File: config.mk
export PLATFORM = sky130hd
export DESIGN_NAME = memory_control
export DESIGN_NICKNAME = d
export VERILOG_FILES = /design/src/rtl/coherence_pkg.sv /design/src/rtl/memory_control.sv
export SDC_FILE = /design/constraint.sdc
export NUM_CORES = 1
export LEC_CHECK = 0
export ABC_AREA = 1
export BUFFER_PORTS_ARGS = -buffer_cell sky130_fd_sc_hd__buf_4
export CAP_MARGIN = 15
export CORE_AREA = 2 2 198 200
export DETAILED_ROUTE_END_ITERATION = 12
export DIE_AREA = 0 0 200 202
export PLACE_DENSITY = 0.52
export SKIP_LAST_GASP = 1
export SLEW_MARGIN = 30
export SYNTH_ARGS = -nofsm -noshare
export SYNTH_HDL_FRONTEND = slang
export SYNTH_SLANG_ARGS = --single-unit
File: constraint.sdc
create_clock -name CLK -period 7.4 [get_ports CLK]
set_clock_uncertainty 0.15 [all_clocks]
set_input_delay 0.37 -clock CLK [delete_from_list [all_inputs] [get_ports CLK]]
set_output_delay 0.37 -clock CLK [all_outputs]
set_load 0.03 [all_outputs]
File: src/rtl/coherence_pkg.sv
// ----------------------------------------
// coherence package
// shared types and sizes for the memory bus
// ----------------------------------------

package coherence_pkg;

  // core count, protocol assumes exactly two
  localparam int CPUS = 2;

  // data and address widths
  localparam int WORD_W = 32;
  localparam int ADDR_W = 32;

  // ram depth in words, index from addr[9:2]
  localparam int RAM_WORDS = 256;
  localparam int RAM_AW    = $clog2(RAM_WORDS);

  // cycles a request is held before it completes
  localparam int RAM_LAT = 2;
  localparam int LAT_W   = $clog2(RAM_LAT + 1);

  typedef logic [WORD_W-1:0] word_t;
  typedef logic [ADDR_W-1:0] addr_t;

  // access = request completes this cycle
  typedef enum logic [1:0] {
    FREE,
    BUSY,
    ACCESS,
    ERROR
  } ramstate_t;

  // bus controller states
  typedef enum logic [2:0] {
    IDLE,
    IFETCH,
    SNOOP,
    XFER,
    XFER_WB,
    MEM_RD,
    WB
  } mc_state_t;

endpackage

File: src/rtl/memory_control.sv
// ----------------------------------------
// memory control
// round-robin ram arbiter and msi snoop fsm
// for two cores sharing one word-wide ram
// ----------------------------------------

module memory_control (
  input  logic                           CLK,
  input  logic                           nRST,
  // cache side, indexed by core
  input  logic [coherence_pkg::CPUS-1:0] iren,
  input  logic [coherence_pkg::CPUS-1:0] dren,
  input  logic [coherence_pkg::CPUS-1:0] dwen,
  input  logic [coherence_pkg::CPUS-1:0] ccwrite,
  input  logic [coherence_pkg::CPUS-1:0] cctrans,
  input  coherence_pkg::addr_t           iaddr [coherence_pkg::CPUS],
  input  coherence_pkg::addr_t           daddr [coherence_pkg::CPUS],
  input  coherence_pkg::word_t           dstore [coherence_pkg::CPUS],
  output logic [coherence_pkg::CPUS-1:0] iwait,
  output logic [coherence_pkg::CPUS-1:0] dwait,
  output logic [coherence_pkg::CPUS-1:0] ccwait,
  output logic [coherence_pkg::CPUS-1:0] ccinv,
  output coherence_pkg::word_t           iload [coherence_pkg::CPUS],
  output coherence_pkg::word_t           dload [coherence_pkg::CPUS],
  output coherence_pkg::addr_t           ccsnoopaddr [coherence_pkg::CPUS],
  // ram side
  input  coherence_pkg::word_t           ramload,
  input  coherence_pkg::ramstate_t       ramstate,
  output logic                           ramren,
  output logic                           ramwen,
  output coherence_pkg::addr_t           ramaddr,
  output coherence_pkg::word_t           ramstore
);

  import coherence_pkg::*;

  // control state
  mc_state_t state;
  mc_state_t next_state;
  logic      arb;
  logic      next_arb;
  logic      excl;
  logic      next_excl;

  // the core being snooped is always the other one
  logic      peer;
  logic      ram_done;

  // snooped modified line, kept for the transfer and the writeback
  logic      capture;
  addr_t     xfer_addr;
  word_t     xfer_word;

  assign peer     = ~arb;
  assign ram_done = (ramstate == ACCESS);

  // reply carrying a dirty word
  assign capture  = (state == SNOOP) && cctrans[peer] && ccwrite[peer];

  always_ff @(posedge CLK, negedge nRST) begin
    if (!nRST) begin
      state <= IDLE;
      arb   <= 1'b0;
      excl  <= 1'b0;
    end else begin
      state <= next_state;
      arb   <= next_arb;
      excl  <= next_excl;
    end
  end

  // the snooper may drop the line once it has replied
  always_ff @(posedge CLK) begin
    if (capture) begin
      xfer_addr <= daddr[arb];
      xfer_word <= dstore[peer];
    end
  end

  always_comb begin
    next_state = state;
    next_arb   = arb;
    next_excl  = excl;

    case (state)
      IDLE: begin
        // data before fetch, only core arb is looked at
        if (dwen[arb]) begin
          next_state = WB;
        end else if (dren[arb]) begin
          next_state = SNOOP;
          // ccwrite with dren marks busrdx
          next_excl  = ccwrite[arb];
        end else if (iren[arb]) begin
          next_state = IFETCH;
        end else begin
          // nothing pending, try the other core
          next_arb = peer;
        end
      end
      IFETCH, MEM_RD, WB: begin
        if (ram_done) begin
          next_state = IDLE;
        end
      end
      SNOOP: begin
        // wait for the peer to answer
        if (cctrans[peer]) begin
          next_state = ccwrite[peer] ? XFER : MEM_RD;
        end
      end
      XFER: begin
        // a bus read leaves the line shared, so ram must be updated
        next_state = excl ? IDLE : XFER_WB;
      end
      XFER_WB: begin
        if (ram_done) begin
          next_state = IDLE;
        end
      end
      default: begin
        next_state = IDLE;
      end
    endcase

    // transaction finished, hand over to the other core
    if ((state != IDLE) && (next_state == IDLE)) begin
      next_arb = peer;
    end
  end

  always_comb begin
    // everything idle unless a state says otherwise
    iwait    = '1;
    dwait    = '1;
    ccwait   = '0;
    ccinv    = '0;
    for (int c = 0; c < CPUS; c++) begin
      iload[c]       = '0;
      dload[c]       = '0;
      ccsnoopaddr[c] = '0;
    end
    ramren   = 1'b0;
    ramwen   = 1'b0;
    ramaddr  = '0;
    ramstore = '0;

    case (state)
      IFETCH: begin
        ramren      = 1'b1;
        ramaddr     = iaddr[arb];
        iload[arb]  = ramload;
        iwait[arb]  = ~ram_done;
      end
      SNOOP: begin
        ccwait[peer]      = 1'b1;
        ccsnoopaddr[peer] = daddr[arb];
        // invalidate the peer copy on the reply to busrdx
        ccinv[peer]       = cctrans[peer] & excl;
      end
      MEM_RD: begin
        // clean line, ram supplies it
        ramren      = 1'b1;
        ramaddr     = daddr[arb];
        dload[arb]  = ramload;
        dwait[arb]  = ~ram_done;
      end
      XFER: begin
        // cache to cache, one cycle
        dload[arb]  = xfer_word;
        dwait[arb]  = 1'b0;
      end
      XFER_WB: begin
        // no pulse to anyone here
        ramwen      = 1'b1;
        ramaddr     = xfer_addr;
        ramstore    = xfer_word;
      end
      WB: begin
        ramwen      = 1'b1;
        ramaddr     = daddr[arb];
        ramstore    = dstore[arb];
        dwait[arb]  = ~ram_done;
      end
      default: begin
      end
    endcase
  end

endmodule

==> impl_results.rst <==
.. list-table::
   :header-rows: 1

   * - Metric
     - Value
   * - Status
     - finished clean
   * - Worst hold slack after final layout
     - 0.154 ns
   * - Setup tns final
     - 0 ns
   * - Setup crit end kind
     - output pin
   * - Flip-flop and latch count after synthesis
     - 69
   * - Static Leakage
     - 5.59 nW
   * - Slew margin rel.
     - 41.9%
   * - Mapped Area
     - 6470 um2
   * - Number of cells upsized or downsized after cts
     - 0
   * - Synth Instances
     - 1073
   * - Total number of nets in the final design
     - 1750
   * - Residual overflow from global routing
     - 0
   * - Effective utilization at floorplan
     - 16.9%
   * - Cell family with most CP delay
     - simple AND/OR/NAND/NOR gates
   * - Final HPWL from detailed placement
     - 29800 um
   * - Crit path launch type
     - flop
   * - Type of the most critical hold path
     - input port to flop
   * - Buffer levels on the longest clock path
     - 2
   * - Via count of the routed design
     - 9032
   * - Peak supply drop
     - 182 uV
   * - Placer Congestion
     - 0.842
   * - Crit share post-route
     - 58.7%
   * - Insertion delay to the later sink of the worst-skew pair
     - 0.35 ns
   * - Clk root buf
     - clkbuf_16
   * - Sequential cell area fraction in the yosys report
     - 31.6%
   * - Post-Place Cells
     - 2018
   * - CP cell instances
     - inv_2 -> nand2_2 -> nor2_4 -> clkinv_2 -> nand2_2 -> nand2_1 -> nand2_1 -> nand2_1 -> buf_4
   * - Clock tree from TritonCTS
     - yes
   * - Maximum number of pins on one net before global-route repair
     - 106
   * - CTS Buf Count
     - 9
   * - Post-route non-filler standard cell count
     - 2036
   * - Share of the synthesized area in the top cell type
     - 29.7%
   * - Die Y
     - 202 um
   * - Die X
     - 200 um
   * - Area growth from synthesis to final layout
     - 70.2%
   * - Number of clock sinks
     - 69
   * - Largest cells by area after synthesis
     - edfxtp_1, nand2_1, o21ai_0
   * - Highest clock frequency the design can meet
     - 230 MHz
   * - Warnings from Yosys
     - 0
   * - Pre-antenna DRT Iters
     - 5
   * - Overall die area
     - 40400 um2
   * - Final critical delay including setup and external delays
     - 4.35 ns
   * - Reg clk slew, reported paths
     - 0.06 ns
   * - Largest fanout on the critical path
     - 51
   * - Transition time at the pin with the least slew margin
     - 0.872 ns
   * - Total Routed Length
     - 38200 um
   * - Fillers
     - 4280
   * - Setup repair after global routing missed its margin
     - false
   * - Pwr dens
     - 349 nW/um2
   * - Fin. max-slew vios
     - 0
   * - Global router's overall resource usage
     - 18.0%
   * - Setup violations, final
     - 0
   * - Slowest cell delay on critical path
     - 0.96 ns
   * - DR vias/cell
     - 4.44
   * - Number of placed I/O pins
     - 504
   * - H-tree Lvls
     - 3
   * - Detail-routed net length per standard cell
     - 18.8 um
   * - Fraction of final layout cells sized beyond drive strength 1
     - 36.0%
   * - Number of input and output port buffers inserted
     - 503
   * - Syn avg cell area
     - 6.03 um2
   * - Count of maximum capacitance violations
     - 0
   * - Via count of the first global-routing pass
     - 8742
   * - Initial antenna violation count
     - 0
   * - Post-synth top area cell
     - edfxtp_1
   * - Number of antenna-violating nets in the routed design
     - 0
   * - Critical Path RT
     - 6.88 ns
   * - Final-report hold violation count
     - 0
   * - DRT iter0 DRCs
     - 493
   * - Path type of the worst setup path
     - flop to output pin
   * - Global-route wire length before repair
     - 53400 um
   * - CP max stage cell
     - nand2_2
   * - WP data arrival
     - 3.83 ns
   * - Power after layout
     - 3.84 mW
   * - Crit-path most repeated cell
     - nand2_1
   * - Placeable core region
     - 38300 um2
   * - # DRC
     - 0
   * - Total nets after synthesis
     - 1311
   * - Number of rows created at floorplan
     - 72
   * - Crit path buf inv count
     - 3
   * - Count of cell types in the netlist
     - 22
-- cells in the final DEF (no fill, tap or decap) --
master / synthesis / final
diode_2: 0 / 1
o22ai_1: 38 / 38
o21ai_0: 100 / 100
buf_16: 0 / 2
nand2_1: 379 / 379
nor2_4: 3 / 4
dfrtp_4: 0 / 1
clkinv_2: 0 / 3
dlygate4sd3_1: 0 / 1
buf_6: 0 / 1
a21oi_1: 3 / 3
nor2_1: 110 / 109
nand2_2: 2 / 2
nand3_1: 55 / 55
o32ai_1: 33 / 33
inv_2: 10 / 7
buf_4: 4 / 508
bufinv_16: 0 / 4
clkbuf_16: 0 / 9
nor3_1: 30 / 30
inv_1: 130 / 129
o31ai_1: 14 / 14
inv_4: 0 / 2
o21ai_1: 9 / 9
clkinv_1: 0 / 1
clkinv_4: 0 / 1
nand4_1: 2 / 2
nor2_2: 2 / 2
edfxtp_1: 64 / 64
dfrtp_1: 5 / 4
-- power by group --
part | switching [mW] | total (mW) | internal (mW)
logic | 1.87 | 2.66 | 0.790
clock network | 0.190 | 0.553 | 0.363
registers | 0.0867 | 0.624 | 0.538
-- path summary, 6_finish.rpt --
kind | from | to | slack, ns | depth (start not counted)
max | state[1] | dwait[1] | 3.05 | 9
min | dstore[44] | xfer_word[12] | 0.15 | 3
max reg2reg | arb | xfer_word[4] | 4.05 | 6
min reg2reg | excl | excl | 0.40 | 2
max in group asynchronous | nRST | arb | 6.70 | 2
min in group asynchronous | nRST | excl | 0.27 | 2
-- metrics by stage --
stage	utilization (%)	setup WS, ns	instance area (um2)
after global placement	27.6	3.80	10600
final	28.8	3.05	11000
after detailed placement	27.8	3.77	10600
after floorplan	-	4.68	6470
after global routing	28.8	2.71	11000
after CTS	28.8	3.37	11000
-- synth_stat cells, drive strengths merged --
cell and number:
dfrtp 5, o32ai 33, clkbuf 34, o21ai 109, o31ai 14, nor2 115, nand4 2, nor3 30
edfxtp 64, nand2 381, buf 50, inv 140, o22ai 38, a21oi 3, nand3 55
-- cell type report --
cell class	count	area [um2]	share of cell area, %
clock buffers	9	225	2.04
inverters	140	533	4.84
clock inverters	7	138	1.25
repair buffers	512	3890	35.3
diodes	1	2.50	0.0227
well taps	518	648	5.88
flip-flops and latches	69	2050	18.6
multi-input cells	780	3530	32.1
-- sequential cells by signal, indices dropped and copies added, names as in the netlist --
register and flops:
arb 1, xfer_addr 32, excl 1, xfer_word 32, state 3
-- repair_timing --
action / in CTS / in global routing
hold buffers: 1 / 0
hold endpoints to repair: 5 / 0
buffers inserted: 0 / 0
-- cells by family after synthesis --
logic type	count (synthesis)	share of synthesized area, %
AOI/OAI and AO/OA	197	18.4
buffers and inverters	224	13.9
DFF	69	31.6
and+or+nand+nor	583	36.0
-- layer usage --
metal | global-route usage, % | wire (um)
met5 | 0 | 0
met3 | 4.41 | 3130
met4 | 8.36 | 1510
met1 | 19.3 | 14200
met2 | 32.9 | 19300
-- worst min-delay path, cell delays in order --
cell,delay [ns]
buf_4,0.08
nand2_1,0.04
o21ai_0,0.05
No activity file was read; power rests on OpenSTA's default activity.
